[config.mk]
export PLATFORM = sky130hd
export DESIGN_NAME = debug_delay_timer
export DESIGN_NICKNAME = d
export VERILOG_FILES = /design/src/source/harness_pkg.sv /design/src/source/debug_delay_timer.sv
export SDC_FILE = /design/constraint.sdc
export NUM_CORES = 1
export LEC_CHECK = 0
export BUFFER_PORTS_ARGS = -buffer_cell sky130_fd_sc_hd__buf_2
export CAP_MARGIN = 10
export CORE_AREA = 2 2 39 41
export DETAILED_ROUTE_END_ITERATION = 10
export DIE_AREA = 0 0 41 43
export PLACE_DENSITY = 0.47
export SYNTH_ARGS = -nofsm -noshare
export SYNTH_HDL_FRONTEND = slang
export SYNTH_SLANG_ARGS = --single-unit
[constraint.sdc]
create_clock -name clk_i -period 1.25 [get_ports clk_i]
set_input_delay 0.125 -clock clk_i [delete_from_list [all_inputs] [get_ports clk_i]]
set_output_delay 0.125 -clock clk_i [all_outputs]
set_load 0.02 [all_outputs]
[src/source/harness_pkg.sv]
// Harness package
// Bus widths, address map and timing constants for the simulation harness,
// plus the memory bus request and response structs

package harness_pkg;

  // --------------------------------------------------------------------------
  // Bus geometry
  // --------------------------------------------------------------------------
  localparam int unsigned AddrWidth  = 32;
  localparam int unsigned DataWidth  = 64;
  localparam int unsigned StrbWidth  = DataWidth / 8;
  localparam int unsigned WordOffset = $clog2(StrbWidth);

  // --------------------------------------------------------------------------
  // Address map
  // --------------------------------------------------------------------------
  localparam logic [AddrWidth-1:0] RomBase     = 32'h0000_1000;
  localparam int unsigned          RomWords    = 16;
  localparam int unsigned          RomIdxWidth = $clog2(RomWords);

  localparam logic [AddrWidth-1:0] DramBase     = 32'h8000_0000;
  localparam int unsigned          DramWords    = 256;
  localparam int unsigned          DramIdxWidth = $clog2(DramWords);

  // Single word, exit code in bits 32:1
  localparam logic [AddrWidth-1:0] HostBase = 32'h0000_2000;

  localparam logic [31:0]          RomMagic   = 32'hB007_0000;
  localparam logic [DataWidth-1:0] DecErrData = 64'hDEAD_BEEF_DEAD_BEEF;

  // --------------------------------------------------------------------------
  // Timing
  // --------------------------------------------------------------------------
  // Matches the two hold states of the reset sequencer
  localparam int unsigned ResetHoldCycles  = 2;
  localparam int unsigned DebugDelayCycles = 16;
  localparam int unsigned DebugCntWidth    = $clog2(DebugDelayCycles + 1);

  typedef enum logic [1:0] {
    RegionRom,
    RegionDram,
    RegionHost,
    RegionNone
  } region_e;

  typedef enum logic [1:0] {
    StReset,
    StHold1,
    StHold2,
    StRun
  } reset_state_e;

  typedef struct packed {
    logic                 req;
    logic                 we;
    logic [AddrWidth-1:0] addr;
    logic [StrbWidth-1:0] be;
    logic [DataWidth-1:0] wdata;
  } mem_req_t;

  typedef struct packed {
    logic                 rvalid;
    logic                 err;
    logic [DataWidth-1:0] rdata;
  } mem_rsp_t;

endpackage
[src/source/debug_delay_timer.sv]
// Debug delay timer
// Blocks debug requests for a fixed window after system reset release,
// giving boot code time to run before the first halt

module debug_delay_timer (
  input  logic clk_i,
  input  logic rst_ni,
  input  logic debug_req_i,
  output logic debug_req_o
);

  logic [harness_pkg::DebugCntWidth-1:0] cnt_q;
  logic                                  gate_open;

  assign gate_open = (cnt_q == '0);

  // Loaded while in reset, saturates at zero
  always_ff @(posedge clk_i or negedge rst_ni) begin
    if (!rst_ni) begin
      cnt_q <= harness_pkg::DebugCntWidth'(harness_pkg::DebugDelayCycles);
    end else if (!gate_open) begin
      cnt_q <= cnt_q - 1'b1;
    end
  end

  assign debug_req_o = debug_req_i & gate_open;

endmodule

Word level (Yosys, flattened, before mapping)
Cells that the tools add are included.
Widths: inputs -> output; s select.
Word-level totals
  memory bits (writable): 0
  bits of input ports: 3
  output and inout port bits: 1
  bits in read-only memories: 0
  logic and storage cells: 4
  bits in registers: 5
  memories kept: 0
  latch bits: 0
Operators by class
  eq/ne operators: 0
  bitwise gates (word level): 1
  shift-type cells: 0
  mux-type cells: 0
  div/mod/pow operators: 0
  multipliers: 0
  $add $sub $neg: 1
  reduce and logical (&&, ||, !) cells: 1
  $lt $le $gt $ge: 0
Operators by type and width (number)
  $logic_not 5->1: 1
  $sub 5x1->5 const B: 1
  $and 1x1->1: 1

Logic depth before layout (Yosys ltp)
  depth after elaboration: 2
  depth in mapped cells: 5
  mapped depth without buffers: 5

Worst setup path after synthesis
OpenSTA, ideal clock, no wires.
  path type: register to output
  start: reg cnt_q[0] (netlist bit)
  end: out debug_req_o
  stages on the path, launching flop included: 6
  required time: 1.125 ns
  arrival time: 1.187 ns
  slack: -0.062 ns
  buffers on the path: 0
  path through: dfrtp_1 -> inv_1 -> ha_1 -> nand2b_1 -> nor3_2 -> and2_1
On the way
  longest elaborated chain between the ends: 2
RTL lines
  start, declared: line debug_delay_timer.sv:12  | logic [harness_pkg::DebugCntWidth-1:0] cnt_q;
  start signal, assigned: line debug_delay_timer.sv:20  | cnt_q <= harness_pkg::DebugCntWidth'(harness_pkg::DebugDelayCycles);
  start signal, assigned: line debug_delay_timer.sv:22  | cnt_q <= cnt_q - 1'b1;
  $logic_not 5->1: line debug_delay_timer.sv:15  | assign gate_open = (cnt_q == '0);
  $and 1x1->1: line debug_delay_timer.sv:26  | assign debug_req_o = debug_req_i & gate_open;
  end, declared: line debug_delay_timer.sv:9  | output logic debug_req_o
Every way passes these cells.

Worst setup path after layout
  start: reg cnt_q[1] (netlist bit)
  end: out debug_req_o
Same word-level chain as after synthesis.

==> key figures <==
Final layout
  – Register area: 126.4 um^2
  – Filler cell count: about 150
  – Max FFs per register: 5
  – Final core utilization: between 30% and 40%
  – Share of layout cells above drive strength 1: 68.09%
  – ANT cells: 0
  – Multi-input gate area: between 150 and 200 um^2
  – Biggest regs: cnt_q x5
  – Syn-to-layout area delta: 92.42%
  – Largest Register: cnt_q
  – Final net count: 53
  – Non-Filler Instances: between 60 and 70

Timing
  – Final period utilization: 115.0%
  – Hold Worst Slack: roughly 0.23 ns
  – Clk_skew: 0.003077 ns
  – Actual slew at the worst max-slew pin: 0.2880 ns
  – Pins Over Slew Limit: 0
  – Setup TNS: -0.5357 ns
  – Max Fclk: approximately 700 MHz
  – Final min period: approximately 1.4 ns
  – Slew Limit Headroom: 80.65%
  – Unrepaired setup endpoints after global routing: true
  – Final Hold Viols: 0
  – Setup-failing EPs final: 4
  – Final worst slack: -0.1871 ns

Drt
  – Via count: 257
  – Routed Antenna Nets: 0
  – Drt pass-1 iters: 1
  – 1st-iter DRT viols: 0
  – Routed vias/inst: approximately 4.1
  – Wire per inst: 10.97 um
  – Final WL: 691 um
  – # DRC: 0

Floorplanning
  – CORE AREA: 0.001384 mm^2
  – Initial core utilization: between 10% and 20%
  – I/O pins: 4
  – Chip width: 41 um
  – Die height: around 43 um
  – # rows: 14
  – Die area: 0.001763 mm^2

Yosys
  – Syn avg cell area: ~11 um^2
  – Cells after Synth: 24
  – Register area share after synthesis: 47.87%
  – Synth Net Count: 29
  – Yosys cell types: 15
  – Synthesis Warnings: 0
  – Seq cells post-synth: 5
  – Mapped Area: 264.0 um^2

Worst setup path
  – CP Cell Sequence: inv_2, ha_4, nand2b_4, nor3_4, and2_4, buf_6
  – Crit Path Category: flop to output pin
  – CP Max Fanout: 2
  – CP max stage cell: dfrtp_1
  – CP Capture Type: output pin
  – Crit path arrival time: between 1 and 1.5 ns
  – Crit path largest cell delay: a little under 0.4 ns
  – Startpoint Class: flop
  – CP required: 1.12 ns

Clocking
  – Clk buf depth: 2
  – Root Buffer: clkbuf_4
  – Clock buffer count from CTS: 3
  – Clk_lat worst skew: ~0.25 ns
  – Clock transition at path regs: 0.05 ns
  – CTS tree: done
  – Clk sinks: 5
  – CTS HTree Levels: 1

GRT
  – Vias in the first global route: 288
  – Initial antenna violation count: 0
  – First-pass GRT wire length: 1.242 mm
  – GRT Total Usage: 10.83%
  – Total gr overflow: 0
  – Pin count of the biggest net entering global routing: 6

Power and ir drop
  – Sw Ratio: 22.05%
  – VDD IR max: approximately 440 uV
  – Pwr Density: 740.4 mW/mm^2
  – Combinational cell fraction of total power: 4.5%
  – Reg power frac: 43.2%
  – Internal: 293.2 uW
  – Pleak: 0.0002530 uW
  – Clock power frac: 52.3%
  – Sw power: 82.92 uW

Placement
  – Dpl ws: -0.07575 ns
  – Count of input and output buffers: 3
  – Placed insts: 50
  – Post-DP HPWL: 443 um
  – Final GP Congestion: roughly 0.73

Status
  – Status: complete, but fails checks
  – Violated checks: setup timing

Min path
  – Hold crit path type: primary input to async pin

Flow run
  – Max cap viols: 0
-- layout by cell type, fill, tap and decap left out, types with 2 or more instances in the layout --
cell type and count:
buf_4 13, buf_6 3, clkbuf_4 3, dfrtp_1 4
ha_4 2, buf_2 2, o21ai_1 2, inv_1 2
inv_2 2
-- worst paths after layout --
| check | from | end | slack [ns] | cells after the start |
|---|---|---|---|---|
| setup / recovery | cnt_q[1]$_DFFE_PN0P_ | debug_req_o | -0.19 | 6 |
| min in group clk_i | cnt_q[4]$_DFFE_PN1P_ | cnt_q[4]$_DFFE_PN1P_ | 0.53 | 1 |
| hold reg to reg | cnt_q[4]$_DFFE_PN1P_ | cnt_q[4]$_DFFE_PN1P_ | 0.53 | 1 |
| setup reg to reg | cnt_q[1]$_DFFE_PN0P_ | cnt_q[4]$_DFFE_PN1P_ | -0.18 | 6 |
| hold / removal | rst_ni | cnt_q[3]$_DFFE_PN0P_ | 0.23 | 2 |
| max in group asynchronous | rst_ni | cnt_q[4]$_DFFE_PN1P_ | 0.80 | 2 |
-- through the flow --
step | instance area, um^2 | power, uW
floorplan | 266.5 | 169.7
global placement | 354.1 | 177.0
detailed placement | 354.1 | 177.4
CTS | 481.7 | 386.1
global route | 508.0 | 390.7
finish | 508.0 | 376.1
-- repair_timing --
action,CTS,global route
hold buffers,1,0
hold endpoints to repair,5,0
gates resized for setup,14,1
pin swaps,2,5
setup buffers,6,5
endpoints found under the setup margin,5,6
-- cells by family (layout without fill, tap and decap cells) --
logic type,count (synthesis),count (layout),share of synthesized area [%]
fa+ha+maj,2,2,9.477
simple gates,7,7,20.38
xor+xnor,1,1,3.318
compound gates,4,4,9.481
mux,1,1,3.792
flops,5,5,47.87
buf+inv,4,27,5.686
-- synthesized netlist by cell type, drive strengths merged --
library cell | number | area [um^2]
or3b | 1 | 11.26
nand2b | 1 | 6.260
ha | 2 | 25.02
dfstp | 1 | 26.28
a21o | 1 | 7.510
dfrtp | 4 | 100.1
o21ai | 2 | 10.01
o211ai | 1 | 7.510
nand3 | 1 | 5.000
inv | 4 | 15.01
mux2i | 1 | 10.01
and2 | 1 | 6.260
xnor2 | 1 | 8.760
nor3 | 3 | 25.02
-- power groups by stage --
stage                     Clock (uW)  Sequential [uW]  Combinational (uW)
after detailed placement           0              165                12.6
final                            197              163                16.9
after CTS                        206              162                17.7
after global placement             0              165                12.1
after global routing             210              162                18.9
after floorplan                    0              165                4.76
-- routing by layer --
metal  wire length (um)  vias up  global-route usage [%]  share of wire, %
met2                323        7                   15.31                47
li1                   -      125                       -                 -
met4                 33        0                   10.00               4.8
met5                  0        -                       0                 0
met1                303      122                   13.20                44
met3                 31        3                   1.571               4.5
-- layout make-up --
| type | count | area share [%] |
|---|---|---|
| multi-input combinational | 15 | 33.25 |
| timing repair buffer | 19 | 29.80 |
| sequential | 5 | 24.88 |
| clock buffer | 4 | 5.172 |
| tap | 16 | 3.941 |
| inverter | 4 | 2.956 |
-- critical path, delay by kind of cell, from the launching register on --
kind	cells	cell delay [ns]
fa+ha+maj	1	0.15
flops	1	0.39
buf+inv	2	0.19
simple gates	3	0.34
Note: power is estimated with default switching activity, not from simulation.
