==> src/source/harness_pkg.sv <==
// Harness package
// Bus widths, address map and timing constants for the simulation harness,
// plus the memory bus request and response structs

package harness_pkg;

  // --------------------------------------------------------------------------
  // Bus geometry
  // --------------------------------------------------------------------------
  localparam int unsigned AddrWidth  = 32;
  localparam int unsigned DataWidth  = 64;
  localparam int unsigned StrbWidth  = DataWidth / 8;
  localparam int unsigned WordOffset = $clog2(StrbWidth);

  // --------------------------------------------------------------------------
  // Address map
  // --------------------------------------------------------------------------
  localparam logic [AddrWidth-1:0] RomBase     = 32'h0000_1000;
  localparam int unsigned          RomWords    = 16;
  localparam int unsigned          RomIdxWidth = $clog2(RomWords);

  localparam logic [AddrWidth-1:0] DramBase     = 32'h8000_0000;
  localparam int unsigned          DramWords    = 256;
  localparam int unsigned          DramIdxWidth = $clog2(DramWords);

  // Single word, exit code in bits 32:1
  localparam logic [AddrWidth-1:0] HostBase = 32'h0000_2000;

  localparam logic [31:0]          RomMagic   = 32'hB007_0000;
  localparam logic [DataWidth-1:0] DecErrData = 64'hDEAD_BEEF_DEAD_BEEF;

  // --------------------------------------------------------------------------
  // Timing
  // --------------------------------------------------------------------------
  // Matches the two hold states of the reset sequencer
  localparam int unsigned ResetHoldCycles  = 2;
  localparam int unsigned DebugDelayCycles = 16;
  localparam int unsigned DebugCntWidth    = $clog2(DebugDelayCycles + 1);

  typedef enum logic [1:0] {
    RegionRom,
    RegionDram,
    RegionHost,
    RegionNone
  } region_e;

  typedef enum logic [1:0] {
    StReset,
    StHold1,
    StHold2,
    StRun
  } reset_state_e;

  typedef struct packed {
    logic                 req;
    logic                 we;
    logic [AddrWidth-1:0] addr;
    logic [StrbWidth-1:0] be;
    logic [DataWidth-1:0] wdata;
  } mem_req_t;

  typedef struct packed {
    logic                 rvalid;
    logic                 err;
    logic [DataWidth-1:0] rdata;
  } mem_rsp_t;

endpackage
==> src/source/bus_router.sv <==
// Memory bus router
// Decodes each request address into a target region, steers the request
// strobe to that target and builds the response one cycle later

module bus_router (
  input  logic                                     clk_i,
  input  logic                                     rst_ni,
  input  harness_pkg::mem_req_t                    req_i,
  output harness_pkg::mem_rsp_t                    rsp_o,
  output logic                                     rom_req_o,
  output logic                                     dram_req_o,
  output logic                                     host_req_o,
  output harness_pkg::mem_req_t                    tgt_req_o,
  input  logic [harness_pkg::DataWidth-1:0]        rom_rdata_i,
  input  logic [harness_pkg::DataWidth-1:0]        dram_rdata_i,
  input  logic [harness_pkg::DataWidth-1:0]        host_rdata_i
);

  harness_pkg::region_e region_d, region_q;
  logic                 valid_q;
  logic                 we_q;
  logic [harness_pkg::DataWidth-1:0] sel_rdata;

  // --------------------------------------------------------------------------
  // Address decode
  // --------------------------------------------------------------------------
  always_comb begin
    if (req_i.addr >= harness_pkg::RomBase &&
        req_i.addr < harness_pkg::RomBase + harness_pkg::RomWords * harness_pkg::StrbWidth) begin
      region_d = harness_pkg::RegionRom;
    end else if (req_i.addr >= harness_pkg::DramBase &&
                 req_i.addr < harness_pkg::DramBase +
                              harness_pkg::DramWords * harness_pkg::StrbWidth) begin
      region_d = harness_pkg::RegionDram;
    end else if (req_i.addr[harness_pkg::AddrWidth-1:harness_pkg::WordOffset] ==
                 harness_pkg::HostBase[harness_pkg::AddrWidth-1:harness_pkg::WordOffset]) begin
      region_d = harness_pkg::RegionHost;
    end else begin
      region_d = harness_pkg::RegionNone;
    end
  end

  assign rom_req_o  = req_i.req & (region_d == harness_pkg::RegionRom);
  assign dram_req_o = req_i.req & (region_d == harness_pkg::RegionDram);
  assign host_req_o = req_i.req & (region_d == harness_pkg::RegionHost);
  // Targets only look at the shared fields, the strobes above qualify them
  assign tgt_req_o  = req_i;

  // --------------------------------------------------------------------------
  // Response path
  // --------------------------------------------------------------------------
  always_ff @(posedge clk_i or negedge rst_ni) begin
    if (!rst_ni) begin
      valid_q  <= 1'b0;
      we_q     <= 1'b0;
      region_q <= harness_pkg::RegionNone;
    end else begin
      valid_q  <= req_i.req;
      we_q     <= req_i.we;
      region_q <= region_d;
    end
  end

  always_comb begin
    unique case (region_q)
      harness_pkg::RegionRom:  sel_rdata = rom_rdata_i;
      harness_pkg::RegionDram: sel_rdata = dram_rdata_i;
      harness_pkg::RegionHost: sel_rdata = host_rdata_i;
      harness_pkg::RegionNone: sel_rdata = harness_pkg::DecErrData;
    endcase
  end

  // Write responses carry no data
  assign rsp_o.rvalid = valid_q;
  assign rsp_o.err    = valid_q & (region_q == harness_pkg::RegionNone);
  assign rsp_o.rdata  = (valid_q && !we_q) ? sel_rdata : '0;

endmodule

==> config.mk <==
export PLATFORM = sky130hd
export DESIGN_NAME = bus_router
export DESIGN_NICKNAME = d
export VERILOG_FILES = /design/src/source/harness_pkg.sv /design/src/source/bus_router.sv
export SDC_FILE = /design/constraint.sdc
export NUM_CORES = 1
export LEC_CHECK = 0
export BUFFER_PORTS_ARGS = -buffer_cell sky130_fd_sc_hd__clkbuf_2
export CORE_AREA = 2 2 185 187
export CTS_CLUSTER_SIZE = 40
export DETAILED_ROUTE_END_ITERATION = 10
export DIE_AREA = 0 0 187 189
export GPL_TIMING_DRIVEN = 0
export PLACE_DENSITY = 0.39
export SYNTH_ARGS = -nofsm -noshare
export SYNTH_HDL_FRONTEND = slang
export SYNTH_SLANG_ARGS = --single-unit
==> constraint.sdc <==
create_clock -name clk_i -period 3.9 [get_ports clk_i]
set_input_delay 0.195 -clock clk_i [delete_from_list [all_inputs] [get_ports clk_i]]
set_output_delay 0.195 -clock clk_i [all_outputs]
set_load 0.01 [all_outputs]
Word-level counts from Yosys, hierarchy flattened
Cells that the tools add are included.
Storage, ports and cells
  bits in registers: 4
  input bits: 300
  output and inout bits: 175
  logic and storage cells: 28
Operators by class
  $lt $le $gt $ge: 4
  equal/unequal tests: 6
  mux-type cells: 5
  bitwise operators: 4
  reduce and logical (&&, ||, !) cells: 6
Operators with widths (count)
  case mux 64 bit (4 select lines): 1
  2-to-1 mux 64 bit: 1
  greater-or-equal comparator 32 x 13 -> 1 bit, second input constant: 1
  greater-or-equal comparator 32 bit, second input constant: 1
  less-than comparator 32 x 13 -> 1 bit, second input constant: 1
  less-than comparator 32 bit, second input constant: 1
  == test 29 x 11 -> 1 bit, second input constant: 1
  == test 2 bit, second input constant: 3
  bitwise AND 1 bit: 4
  == test 2 x 1 -> 1 bit, second input constant: 2
  zero test 2 bit: 2
  2-to-1 mux 2 bit: 2
  logical AND 1 bit: 3
  zero test 1 bit: 1
  2-to-1 mux 1 bit: 1

Depth between registers and ports, before layout
  depth in word-level cells: 6
  gate-level depth with buffers: 5

Least setup slack after synthesis
Ideal clock, no wire load.
  path kind: register to output
  start point: register region_q[1]
  end point: output port rsp_o[19] (netlist name)
  data arrival time: 1.392 ns
  required time: 3.705 ns
  slack: 2.313 ns
  stages on the path, launching flop included: 5
  cells stage by stage: dfstp_2 -> buf_6 -> buf_6 -> mux2_4 -> o221a_1
RTL lines
  from (decl): RTL line bus_router.sv:19  | harness_pkg::region_e region_d, region_q;
  from (signal assigned): RTL line bus_router.sv:56  | region_q <= harness_pkg::RegionNone;
  from (signal assigned): RTL line bus_router.sv:60  | region_q <= region_d;
  to (decl): RTL line bus_router.sv:9  | output harness_pkg::mem_rsp_t rsp_o,

==> flow_metrics.tcl <==
set metrics [dict create \
    setup_slack_ns 1.41 \
    n_fill_cell 3827 \
    min_path_cells 1 \
    tns_ns 0 \
    finalCriticalPeriod_ns 2.49 \
    synth_area_leaders "buf_4, mux2_4, o221a_1" \
    cp.arrival_ns 2.29 \
    clockRootBuffer "clkbuf_16" \
    antenna_found_initial 0 \
    synth_ff_type "dfstp_2" \
    areaGrowthSynthToFinish_pct 95.0 \
    n_antenna_cell 0 \
    layout-drive-gt1-share_pct 82.4 \
    rows 67 \
    slew_viol_final 0 \
    ys_seq_elements 4 \
    synth_edf_count 0 \
    drtIter0Drc 70 \
    period_share_pct 63.8 \
    routedWlPerCell_um 13.8 \
    yosysSeqAreaShare_pct 3.68 \
    avgSynthCellArea_um2 8.90 \
    setup_viol 0 \
    syn-num-nets 613 \
    max_slew_margin_pct 43.1 \
    pre_cts_slack_ns 1.52 \
    initial_core_util_pct 8.37 \
    placed_cell_area_mm2 0.00534 \
    critPathRequiredTime_ns 3.70 \
    cp_max_fo 10 \
    cts_tree "built" \
    synthArstFlopShare_pct 100 \
    die_h_um 189 \
    viasPerCell 3.39 \
    synth_top_area_cell "buf_4" \
    rsz0062_at_grt "no" \
    worstMarginPinSlew_ns 0.854 \
    cts_sinks 4 \
    grt_pass1_wl_um 22200 \
    clkSlewWorstSetupHoldPaths_ns 0.03 \
    ant_nets 0 \
    h-tree-depth 1 \
    slowest_delay_ns 0.69 \
    post-route-util_pct 16.3 \
    place.port_buffers 399 \
    numCtsBuffers 3 \
    startpoint_type "flip-flop" \
    die-area_mm2 0.0353 \
    maxCapViolCount 0 \
    place_hpwl_um 14400 \
    pin_count 475 \
    cp_cell_sequence "buf_2 -> buf_1 -> o221a_2 -> clkbuf_2" \
    num-nets-final 1018 \
    power_density_mw_per_mm2 117 \
    coreArea_mm2 0.0333 \
    drc 0 \
    path_class "flip-flop to output pin" \
    wirelength_um 16000 \
    num_vias 3950 \
    grt_overflow 0 \
    p_leak_nw 3.12 \
    cp_slowest_cell "buf_1" \
    hold_viol 0 \
    synth_top_area_share_pct 29.1 \
    yosysWarningCount 0 \
    status "completed" \
    grt_pass1_vias 3765 \
    syn_area_mm2 0.00279 \
    die_w_um 187 \
    hold_ws_ns 0.0958 \
    synth_commonest_cells "buf_4, mux2_4, o221a_1" \
    globalplace.congestion 0.818 \
    synth_cells 313 \
    clock_path_buffers 2 \
    max_freq_ghz 0.402 \
    stdcell_area_mm2 0.00543 \
    synth.most_common_cell "buf_4" \
    hp-class "primary input to flip-flop" \
    firstDrtPassIters 6 \
    yosysUniqueCellTypes 28 \
    grt_max_degree 11 \
    endpoint_kind "output pin" \
    ir_drop_mv 0.0775 \
    grt_use_total_pct 8.24 \
]
## layout make-up
class | count | area, um2 | share of cell area (%)
Clock buffer | 4 | 78.8 | 1.45
Buffer | 135 | 963 | 17.7
Multi-Input combinational cell | 172 | 1710 | 31.5
Sequential cell | 4 | 103 | 1.89
Timing Repair Buffer | 400 | 2010 | 36.9
Tap cell | 448 | 561 | 10.3
Inverter | 2 | 7.51 | 0.138
## state kept, by name (all words and copies together) (netlist names)
register / count
region_q: 2
valid_q: 1
we_q: 1
## layout by cell type, fill, tap and decap left out, drive strengths merged, types with 4 or more instances in the layout
master | synthesis | routed
a2bb2oi | 16 | 16
buf | 127 | 127
clkbuf | 8 | 411
mux2 | 48 | 48
mux2i | 16 | 16
nand2b | 4 | 4
nor2 | 19 | 19
nor4 | 9 | 9
o221a | 46 | 46
## cell families after synthesis
family / count (synthesis) / synth area share [%]
buffers and inverters: 137 / 34.8
AOI/OAI and AO/OA: 66 / 24.6
DFF: 4 / 3.68
and+or+nand+nor: 42 / 7.54
muxes: 64 / 29.3
## through the flow
step                      instances  power, W
after global placement         1160  0.000477
after global routing           1165  0.000674
final                          1165  0.000636
after floorplan                 313  0.000253
after CTS                      1165  0.000646
after detailed placement       1160  0.000477
## layer usage
metal / GRT usage [%] / part of all wire (%)
met1: 8.35 / 35
met4: 2.17 / 1.8
met2: 16.9 / 56
met5: 0 / 0
met3: 1.61 / 7.3
## worst paths after layout
| path | endpoint | from | slack, ns |
|---|---|---|---|
| max in group asynchronous | region_q[1] | rst_ni | 3.36 |
| setup / recovery | rsp_o[3] | region_q[0] | 1.41 |
| hold / removal | we_q | req_i[104] | 0.1 |
| min in group asynchronous | we_q | rst_ni | 0.33 |
## power breakdown
group	internal, W	switching [W]
Clock	0.000135	0.0000277
Sequential	0.0000429	0.000000721
Combinational	0.000258	0.000171
## what timing repair did
item | CTS | global route
buffers inserted | 0 | 0
endpoints found under the hold margin | 4 | 0
resized for setup | 0 | 0
hold buffers | 1 | 0
## worst max-delay path, delay by kind of cell, from the launching register on
family	cells	cell delay, ns
buffers and inverters	3	1.14
flip-flops	1	0.54
AO/OA/AOI/OAI	1	0.37
Power figures use the tool's default switching activity.
