### src/source/harness_pkg.sv
// Harness package
// Bus widths, address map and timing constants for the simulation harness,
// plus the memory bus request and response structs

package harness_pkg;

  // --------------------------------------------------------------------------
  // Bus geometry
  // --------------------------------------------------------------------------
  localparam int unsigned AddrWidth  = 32;
  localparam int unsigned DataWidth  = 64;
  localparam int unsigned StrbWidth  = DataWidth / 8;
  localparam int unsigned WordOffset = $clog2(StrbWidth);

  // --------------------------------------------------------------------------
  // Address map
  // --------------------------------------------------------------------------
  localparam logic [AddrWidth-1:0] RomBase     = 32'h0000_1000;
  localparam int unsigned          RomWords    = 16;
  localparam int unsigned          RomIdxWidth = $clog2(RomWords);

  localparam logic [AddrWidth-1:0] DramBase     = 32'h8000_0000;
  localparam int unsigned          DramWords    = 256;
  localparam int unsigned          DramIdxWidth = $clog2(DramWords);

  // Single word, exit code in bits 32:1
  localparam logic [AddrWidth-1:0] HostBase = 32'h0000_2000;

  localparam logic [31:0]          RomMagic   = 32'hB007_0000;
  localparam logic [DataWidth-1:0] DecErrData = 64'hDEAD_BEEF_DEAD_BEEF;

  // --------------------------------------------------------------------------
  // Timing
  // --------------------------------------------------------------------------
  // Matches the two hold states of the reset sequencer
  localparam int unsigned ResetHoldCycles  = 2;
  localparam int unsigned DebugDelayCycles = 16;
  localparam int unsigned DebugCntWidth    = $clog2(DebugDelayCycles + 1);

  typedef enum logic [1:0] {
    RegionRom,
    RegionDram,
    RegionHost,
    RegionNone
  } region_e;

  typedef enum logic [1:0] {
    StReset,
    StHold1,
    StHold2,
    StRun
  } reset_state_e;

  typedef struct packed {
    logic                 req;
    logic                 we;
    logic [AddrWidth-1:0] addr;
    logic [StrbWidth-1:0] be;
    logic [DataWidth-1:0] wdata;
  } mem_req_t;

  typedef struct packed {
    logic                 rvalid;
    logic                 err;
    logic [DataWidth-1:0] rdata;
  } mem_rsp_t;

endpackage
### src/source/host_exit.sv
// Host exit register
// Captures the exit word written by the program; bit 0 marks the write as
// an exit and bits 32:1 carry the exit code

module host_exit (
  input  logic                               clk_i,
  input  logic                               rst_ni,
  input  logic                               req_i,
  input  logic                               we_i,
  input  logic [harness_pkg::DataWidth-1:0]  wdata_i,
  output logic [harness_pkg::DataWidth-1:0]  rdata_o,
  output logic [31:0]                        exit_o,
  output logic                               exit_valid_o
);

  logic [harness_pkg::DataWidth-1:0] word_q;
  logic [harness_pkg::DataWidth-1:0] rdata_q;
  logic [31:0]                       exit_q;
  logic                              exit_valid_q;

  always_ff @(posedge clk_i or negedge rst_ni) begin
    if (!rst_ni) begin
      word_q       <= '0;
      rdata_q      <= '0;
      exit_q       <= '0;
      exit_valid_q <= 1'b0;
    end else if (req_i && we_i) begin
      word_q <= wdata_i;
      // Exit flag stays set until the next system reset
      if (wdata_i[0]) begin
        exit_q       <= wdata_i[32:1];
        exit_valid_q <= 1'b1;
      end
    end else if (req_i) begin
      rdata_q <= word_q;
    end
  end

  assign rdata_o      = rdata_q;
  assign exit_o       = exit_q;
  assign exit_valid_o = exit_valid_q;

endmodule

### config.mk
export PLATFORM = sky130hd
export DESIGN_NAME = host_exit
export DESIGN_NICKNAME = d
export VERILOG_FILES = /design/src/source/harness_pkg.sv /design/src/source/host_exit.sv
export SDC_FILE = /design/constraint.sdc
export NUM_CORES = 1
export LEC_CHECK = 0
export ABC_AREA = 1
export BUFFER_PORTS_ARGS = -buffer_cell sky130_fd_sc_hd__buf_2
export CORE_ASPECT_RATIO = 0.5
export CORE_MARGIN = 2
export CORE_UTILIZATION = 47
export DETAILED_ROUTE_END_ITERATION = 10
export PLACE_DENSITY_LB_ADDON = 0.15
export SLEW_MARGIN = 20
export SYNTH_ARGS = -nofsm -noshare
export SYNTH_HDL_FRONTEND = slang
export SYNTH_SLANG_ARGS = --single-unit
### constraint.sdc
create_clock -name clk_i -period 0.8 [get_ports clk_i]
set_input_delay 0.2 -clock clk_i [delete_from_list [all_inputs] [get_ports clk_i]]
set_output_delay 0.2 -clock clk_i [all_outputs]
set_load 0.005 [all_outputs]
# After elaboration in Yosys (flattened, before gate mapping)

Cells that the tools add are included.
Widths: inputs -> output; s select.

Add/sub/neg operators: 0
Reduce and logical (&&, ||, !) cells: 3
Shifts and indexed selects: 0
Divide/modulo/power cells: 0
Equality and inequality tests: 0
Muxes and demuxes: 0
Multipliers: 0
Bitwise logic cells: 1
Magnitude comparators: 0

Operator list:

| cell              | count |
|---|---|
| $reduce_and 2->1  | 2 |
| $logic_and 1x1->1 | 1 |
| $not 1->1         | 1 |

Memories: 0
Logic and storage cells: 8
Input port bits: 68
Register bits: 161
Bits in latches: 0
ROM bits: 0
Memory bits (writable): 0

# Depth between registers and ports, before layout

Gate-level depths: netlist (run 1).

Depth in word-level cells: 3
Mapped depth: 6

# Worst setup path after synthesis (run 1)

OpenSTA, ideal clock, no wires.

Kind: in2reg
Start point: in req_i
End point: reg word_q[10] (netlist name)
Slack: -0.101 ns
Arrival time: 0.784 ns
Data required time: 0.683 ns
Setup time: 0.117 ns
Stages: 5
Cells stage by stage: buf_4 buf_4 buf_4 nand3_1 nand2_1

Word-level cells in the longest chain between the ends: 1

RTL lines:

| element                | line            | source |
|---|---|---|
| start: declaration     | host_exit.sv:8  | `input logic req_i,` |
| $logic_and 1x1->1      | host_exit.sv:27 | `end else if (req_i && we_i) begin` |
| end signal: assignment | host_exit.sv:28 | `word_q <= wdata_i;` |
| end: declaration       | host_exit.sv:16 | `logic [harness_pkg::DataWidth-1:0] word_q;` |

No other way between the ends.
A chain may end at the register's enable or synchronous reset.

# Worst setup path after layout (run 1)

Start point: reg rdata_q, in the netlist rdata_o[12]
End point: out rdata_o[12] (netlist name)

RTL lines:

| element                  | line            | source |
|---|---|---|
| start: declaration       | host_exit.sv:17 | `logic [harness_pkg::DataWidth-1:0] rdata_q;` |
| start signal: assignment | host_exit.sv:35 | `rdata_q <= word_q;` |
| end: declaration         | host_exit.sv:11 | `output logic [harness_pkg::DataWidth-1:0] rdata_o,` |

No word-level cell between the ends.

==> results of run 1 <==
## layout make-up
cell class,count,area (µm²),area share
inverters,3,18.8,0.00217
flip-flops and latches,161,4030,0.467
repair buffers,255,1720,0.200
clock inverters,12,180,0.0209
well taps,170,213,0.0246
multi-input cells,484,2040,0.236
clock buffers,19,433,0.0501
## worst min-delay path by stage
stage	from	end	slack [ns]	cells past startpoint
global placement	rst_ni	rdata_o[10]	0.06	1
global route	wdata_i[57]	word_q[57]	0.01	3
CTS	wdata_i[36]	word_q[36]	0.01	3
floorplan	rst_ni	exit_o[0]	-0.1	0
detailed placement	rst_ni	rdata_o[5]	0.06	1
finish	wdata_i[36]	word_q[36]	0.02	3
## flip-flops by register name (all words and copies together) (netlist names)
| name | count |
|---|---|
| exit_valid_o | 1 |
| word_q | 64 |
| rdata_o | 64 |
| exit_o | 32 |
## power groups by stage
stage / logic, mW / registers (mW) / clock network [mW]
final: 3.78 / 9.97 / 8.55
after detailed placement: 3.04 / 10.1 / 0
after floorplan: 1.45 / 10.1 / 0
after CTS: 3.44 / 9.96 / 8.68
after global placement: 2.97 / 10.1 / 0
after global routing: 4.23 / 10.1 / 9.11
## kinds of logic (layout without fill, tap and decap cells)
family / Yosys count / in the layout
simple gates: 484 / 484
flops: 161 / 161
buf+inv: 50 / 289
## what timing repair did
item                                    CTS  global route
buffers inserted                         32            29
hold buffers                              1             0
hold endpoints to repair                161             0
pin swaps                                 0             7
gates resized for setup                   0            11
endpoints found under the setup margin   97            97
## worst register-to-register path, cell delays in order (launching register included)
cell     delay, ns
dfrtp_1       0.39
buf_4         0.14
buf_4         0.12
nand2_1       0.05
nand2_1       0.05
## placed cells by master, fill, tap and decap left out, types with 4 or more instances in the layout
cell type	n
nand3_1	63
buf_2	161
clkbuf_16	17
buf_4	72
nand2_1	379
nand4_1	32
dfrtp_1	161
bufinv_16	4
buf_12	15
nand2_2	6
buf_6	6
## routing by layer
layer,vias to the layer above,share of wire,track usage
met3,9,0.051,0.0571
met5,-,0,0
met1,2630,0.46,0.321
met2,137,0.48,0.353
li1,2646,-,-
met4,0,0.0071,0.0415
## per-stage QoR
step                power [mW]   util  std cells  setup WS (ns)  cell area, µm²
floorplan                 11.5      -        695        -0.0211            6500
global placement          13.1  0.582       1011         -0.211            7520
detailed placement        13.2  0.582       1011         -0.238            7520
CTS                       22.1  0.649       1075         -0.360            8380
global route              23.4  0.668       1104         -0.388            8630
finish                    22.3  0.668       1104         -0.355            8630
==> metrics.yaml, run 1 <==
outcome: "finished with violations"
violations: "setup timing"
first_iter_violations: 374
path_buf_inv: 1
cts_inserted_buffers: 17
ys_top_cells_by_count: "nand2_1, dfrtp_1, nand3_1"
rsz0062_at_grt: "yes"
ys.flop_type: "dfrtp_1"
fin_nets: 990
grt_first_pass_wirelength_mm: 25.8
r2r-start: "rdata_o[2]"
clk_latency_ns: 0.41
area_growth_pct: 35.9
design.core.area_um2: 12900
yosys.area.top_type: "dfrtp_1"
dieWidth_um: 168
cp_max_fo: 2
grt_antenna_before_repair: 0
io_pins: 165
ir_worst_vdd_uv: 1470
synth_edf_count: 0
hold_class: "in2reg"
path_delay_family: "flip-flops"
synthCells: 695
clkSinkCount: 161
n_fill_cell: 1075
drive_gt1_frac: 0.316
ys_seq_area_frac: 0.634
p_sw_mw: 5.76
r2r_slack_ns: -0.04
slowest_delay_ns: 0.41
antenna_cells: 0
fin_crit_sh: 1.44
dp.final_hpwl_mm: 10.1
synth_warnings: 0
cp-startpoint: "rdata_o[12]"
switching_share: 0.258
wl_per_cell_um: 14.3
slowest_stage: "dfrtp_1"
via_count: 5422
max_slew_margin: 0.844
required_ns: 0.60
grt.overflow.total: 0
synth_seq_cells: 161
synth_compound_area_frac: 0
worstSetupPathType: "reg2out"
cts_tree: "built"
grt_pass1_vias: 5182
grt_max_degree: 56
start_util: 0.492
cp.depth: 1
finalMaxSlewViolations: 0
synthMuxAreaShare: 0
gp_congestion: 0.770
rr_worst_depth: 4
synth_simple_gate_area_share: 0.316
p_seq_frac: 0.447
synth_area_per_cell_um2: 9.14
worst_pin_slew_ns: 0.234
setup_viol: 104
hold_slack_ns: 0.0220
worstSetupStartpointType: "flip-flop"
drtPass1Iterations: 4
final-hold-violation-count: 0
p_int_mw: 16.5
portBuffers: 164
synth_top_family_by_area: "simple AND/OR/NAND/NOR gates"
clockRootBuffer: "clkbuf_16"
end_kind: "output pin"
routed_wirelength_mm: 15.7
ys_types: 16
clock-skew-final_ns: 0.00803
fp.dieArea_um2: 14500
synth_most_common_cell: "nand2_1"
ant_nets: 0
clk_pin_slew_ns: 0.06
combPwrFrac: 0.169
async_reset_ff_frac: 1.00
drc_errors: 0
drv_cap: 0
synthXorXnorAreaFrac: 0
cts.htree.levels: 4
mappedNetlistArea_um2: 6350
synth.area.top_cells: "dfrtp_1, nand2_1, nand3_1"
period_minus_slack_ns: 1.16
fmax_mhz: 866
clock_path_buffers: 2
leakagePower_nw: 4.96
endpoint: "rdata_o[12]"
synth_nets: 763
power_density_nw_per_um2: 2580
die_h_um: 86.2
viasPerCell: 4.91
regToRegEndpoint: "rdata_o[2]"
path_cells: "buf_2"
grt_usage: 0.224
fin_ws_ns: -0.355
yosysTopAreaCellShare: 0.634
num_rows: 29
cp.arrival_ns: 0.96
synthAdderAreaFrac: 0
final.setup.tns_ns: -30.85
pwr-share-clk: 0.383
Power figures use the tool's default switching activity.
==> inputs of run 2 (changes only) <==
--- a/config.mk
+++ b/config.mk
@@ -11,7 +11,7 @@
 export CORE_MARGIN = 2
 export CORE_UTILIZATION = 47
 export DETAILED_ROUTE_END_ITERATION = 10
-export PLACE_DENSITY_LB_ADDON = 0.15
+export PLACE_DENSITY = 0.75
 export SLEW_MARGIN = 20
 export SYNTH_ARGS = -nofsm -noshare
 export SYNTH_HDL_FRONTEND = slang
==> metrics.yaml, run 2 (synthesis gave the netlist of run 1 again) <==
outcome: "finished with violations"
violations: "setup timing"
drtPass1Iterations: 6
leakagePower_nw: 4.83
drc_errors: 0
dp.final_hpwl_mm: 10.1
grt_first_pass_wirelength_mm: 25.0
clockRootBuffer: "clkbuf_16"
routed_wirelength_mm: 15.6
drive_gt1_frac: 0.307
regArea_um2: 4030
final_common_cell: "nand2_1"
fmax_mhz: 876
fin_crit_sh: 1.43
num_rows: 29
grt_usage: 0.215
path_delay_family: "flip-flops"
grt_pass1_vias: 5175
multi_input_area_um2: 2040
period_minus_slack_ns: 1.14
worstSetupPathType: "reg2out"
placed_cell_area_um2: 7460
drv_cap: 0
path_cells: "buf_2"
path_buf_inv: 1
slowest_delay_ns: 0.40
post-route-util: 0.654
cp.arrival_ns: 0.94
cts.htree.levels: 4
final-hold-violation-count: 0
antenna_cells: 0
clk_pin_slew_ns: 0.07
rsz0062_at_grt: "yes"
clock_path_buffers: 2
worst_pin_slew_ns: 0.245
wl_per_cell_um: 14.3
dp_slack_ns: -0.205
hold_class: "in2reg"
io_pins: 165
area_growth_pct: 32.9
fin_ws_ns: -0.342
clock-skew-final_ns: 0.00880
grt_antenna_before_repair: 0
power_density_nw_per_um2: 2500
finalMaxSlewViolations: 0
dieWidth_um: 168
ir_worst_vdd_uv: 1440
final_cell_area_um2: 8440
via_count: 5366
cts_tree: "built"
ant_nets: 0
grt_max_degree: 54
n_fill_cell: 1103
cts_inserted_buffers: 17
max_slew_margin: 0.837
fp.dieArea_um2: 14500
die_h_um: 86.2
end_kind: "output pin"
grt.overflow.total: 0
worstSetupStartpointType: "flip-flop"
viasPerCell: 4.93
setup_viol: 105
hold_slack_ns: 0.0302
design.core.area_um2: 12900
gp_congestion: 0.808
slowest_stage: "dfrtp_1"
clkSinkCount: 161
required_ns: 0.60
first_iter_violations: 403
total_power_mw: 21.1
fin_nets: 974
portBuffers: 164
layout_common_cells: "nand2_1, dfrtp_1, buf_2"
start_util: 0.492
cp_max_fo: 2
clk_latency_ns: 0.40
==> run 2: changes by cell type in the layout (fill, tap and decap cells not counted), sizes merged <==
cell,previous run,this run
buf,254,238
bufinv,4,0
clkinv,3,7
clkinvlp,1,4
inv,7,5
==> run 2: stage by stage <==
step	cells	TNS (ns)
2_1_floorplan	695	-2.86
3_3_place_gp	1005	-22.96
3_5_place_dp	1005	-26.23
4_1_cts	1064	-31.82
5_1_grt	1089	-34.87
6_report	1089	-30.49
==> run 2: layer usage <==
metal	wire length [µm]	part of all wire	vias to the layer above	global-route usage
met5	0	0	-	0
met4	172	0.011	0	0.0572
met3	755	0.048	14	0.0388
met2	7720	0.49	159	0.362
met1	6980	0.45	2581	0.293
li1	-	-	2612	-
==> run 2: final cells by class <==
class / instances / share of cell area
multi-input cells: 484 / 0.241
clock buffers: 19 / 0.0525
clock inverters: 13 / 0.0127
inverters: 3 / 0.00222
well taps: 170 / 0.0252
repair buffers: 239 / 0.189
flip-flops and latches: 161 / 0.477
==> run 2: path summary, 6_finish.rpt <==
| check | startpoint | slack [ns] | cells after the start | endpoint |
|---|---|---|---|---|
| max reg2reg | exit_o[2] | -0.06 | 4 | exit_o[2] |
| min reg2reg | word_q[46] | 0.47 | 2 | rdata_o[46] |
| max | rdata_o[14] | -0.34 | 1 | rdata_o[14] |
| min | wdata_i[60] | 0.03 | 3 | word_q[60] |
| min in group asynchronous | rst_ni | 0.20 | 2 | word_q[10] |
| max in group asynchronous | rst_ni | 0.11 | 3 | rdata_o[40] |
==> run 2: worst register-to-register path, stage by stage (launching register included) <==
cell	delay [ns]
dfrtp_1	0.40
buf_4	0.14
buf_4	0.12
nand2_2	0.05
nand2_1	0.05
==> run 2: repair_timing <==
action / 4_1_cts / 5_1_grt
hold endpoints to repair: 161 / 0
hold buffers: 1 / 0
gates cloned: 0 / 0
setup buffers: 26 / 25
pin swaps: 0 / 8
gates resized for setup: 1 / 11
setup endpoints to repair: 97 / 97
==> run 2: power breakdown <==
part / switching (mW) / total (mW) / internal [mW]
logic: 1.80 / 3.65 / 1.85
clock network: 3.36 / 7.47 / 4.11
registers: 0.655 / 9.98 / 9.33
total: 5.82 / 21.1 / 15.3
==> inputs of run 3 (changes only) <==
--- a/config.mk
+++ b/config.mk
@@ -7,11 +7,13 @@
 export LEC_CHECK = 0
 export ABC_AREA = 1
 export BUFFER_PORTS_ARGS = -buffer_cell sky130_fd_sc_hd__buf_2
+export CELL_PAD_IN_SITES_DETAIL_PLACEMENT = 1
+export CELL_PAD_IN_SITES_GLOBAL_PLACEMENT = 2
 export CORE_ASPECT_RATIO = 0.5
 export CORE_MARGIN = 2
-export CORE_UTILIZATION = 47
+export CORE_UTILIZATION = 28
 export DETAILED_ROUTE_END_ITERATION = 10
-export PLACE_DENSITY = 0.75
+export PLACE_DENSITY_LB_ADDON = 0.1
 export SLEW_MARGIN = 20
 export SYNTH_ARGS = -nofsm -noshare
 export SYNTH_HDL_FRONTEND = slang
==> metrics.yaml, run 3 (synthesis gave the netlist of run 1 again) <==
leakagePower_nw: 5.05
power_density_nw_per_um2: 2550
path_delay_family: "flip-flops"
viasPerCell: 4.45
clock_path_buffers: 2
finalNonFillerCells: 1250
slowest_stage: "dfrtp_1"
area_growth_pct: 42.5
ant_nets: 0
dp_slack_ns: -0.318
grt_max_degree: 47
layout_common_cells: "nand2_1, dfrtp_1, buf_2"
grt_antenna_before_repair: 1
routed_wirelength_mm: 19.9
drive_gt1_frac: 0.309
gp_congestion: 0.711
clk_latency_ns: 0.44
final.setup.tns_ns: -33.81
post-place-cells: 1145
portBuffers: 164
ir_worst_vdd_uv: 1170
cts.htree.levels: 4
drc_errors: 0
design.core.area_um2: 22000
fin_crit_sh: 1.48
grt_usage: 0.174
drtPass1Iterations: 4
required_ns: 0.60
total_power_mw: 23.1
cts_inserted_buffers: 17
first_iter_violations: 306
fin_ws_ns: -0.387
clockRootBuffer: "clkbuf_16"
final_common_cell: "nand2_1"
placed_cell_area_um2: 7720
regArea_um2: 4030
end_kind: "output pin"
start_util: 0.289
clkSinkCount: 161
dp.final_hpwl_mm: 13.2
violations: "setup timing"
worstSetupStartpointType: "flip-flop"
via_count: 5561
path_buf_inv: 1
finalMaxSlewViolations: 0
clock-skew-final_ns: 0.00502
grt.overflow.total: 0
hold_slack_ns: 0.00932
fin_nets: 1005
slowest_delay_ns: 0.41
fmax_mhz: 843
io_pins: 165
grt_first_pass_wirelength_mm: 32.3
num_rows: 38
hold_class: "in2reg"
path_cells: "buf_2"
post-route-util: 0.412
dieWidth_um: 217
max_slew_margin: 0.776
cp_max_fo: 2
clk_pin_slew_ns: 0.06
final_cell_area_um2: 9050
setup_viol: 105
period_minus_slack_ns: 1.19
worstSetupPathType: "reg2out"
n_fill_cell: 2577
worst_pin_slew_ns: 0.336
drv_cap: 0
cts_tree: "built"
multi_input_area_um2: 2040
final-hold-violation-count: 0
cp.arrival_ns: 0.99
grt_pass1_vias: 5951
wl_per_cell_um: 16.0
antenna_cells: 0
fp.dieArea_um2: 24000
rsz0062_at_grt: "yes"
die_h_um: 111
outcome: "finished with violations"
==> run 3: layout make-up <==
| class | count | share of cell area |
|---|---|---|
| Sequential cell | 161 | 0.445 |
| Inverter | 3 | 0.00207 |
| Clock inverter | 11 | 0.0202 |
| Clock buffer | 21 | 0.0520 |
| Timing Repair Buffer | 270 | 0.213 |
| Tap cell | 300 | 0.0415 |
| Multi-Input combinational cell | 484 | 0.226 |
==> run 3: timing repair <==
item / in CTS / in global routing
endpoints found under the hold margin: 182 / 0
pin swaps: 0 / 9
setup buffers: 26 / 25
cloned: 0 / 0
endpoints found under the setup margin: 97 / 97
resized for setup: 3 / 19
hold buffers: 22 / 0
==> run 3: worst register-to-register path: stages (launching register included) <==
cell and delay (ns):
dfrtp_1 0.39, buf_4 0.13, buf_4 0.12, nand2_1 0.06
nand2_1 0.05
==> run 3: path summary, 6_finish.rpt <==
kind | endpoint | cells past startpoint | slack [ns] | from
hold / removal | word_q[33] | 3 | 0.009 | wdata_i[33]
min in group asynchronous | word_q[6] | 2 | 0.16 | rst_ni
setup reg to reg | rdata_o[22] | 4 | -0.04 | rdata_o[22]
setup / recovery | rdata_o[18] | 1 | -0.39 | rdata_o[18]
max in group asynchronous | word_q[46] | 3 | 0.16 | rst_ni
hold reg to reg | exit_valid_o | 2 | 0.46 | exit_valid_o
==> run 3: layer usage <==
metal	vias up	GRT usage	wire length, µm
met2	88	0.273	9280
li1	2676	-	-
met4	2	0.0603	303
met1	2771	0.236	9610
met3	24	0.0410	734
met5	-	0	13
==> run 3: report_power, final <==
group          leakage, nW  internal [mW]  switching (mW)
clock network        0.323           5.76            3.39
registers             2.02           9.33           0.642
logic                 2.71           2.01            1.93
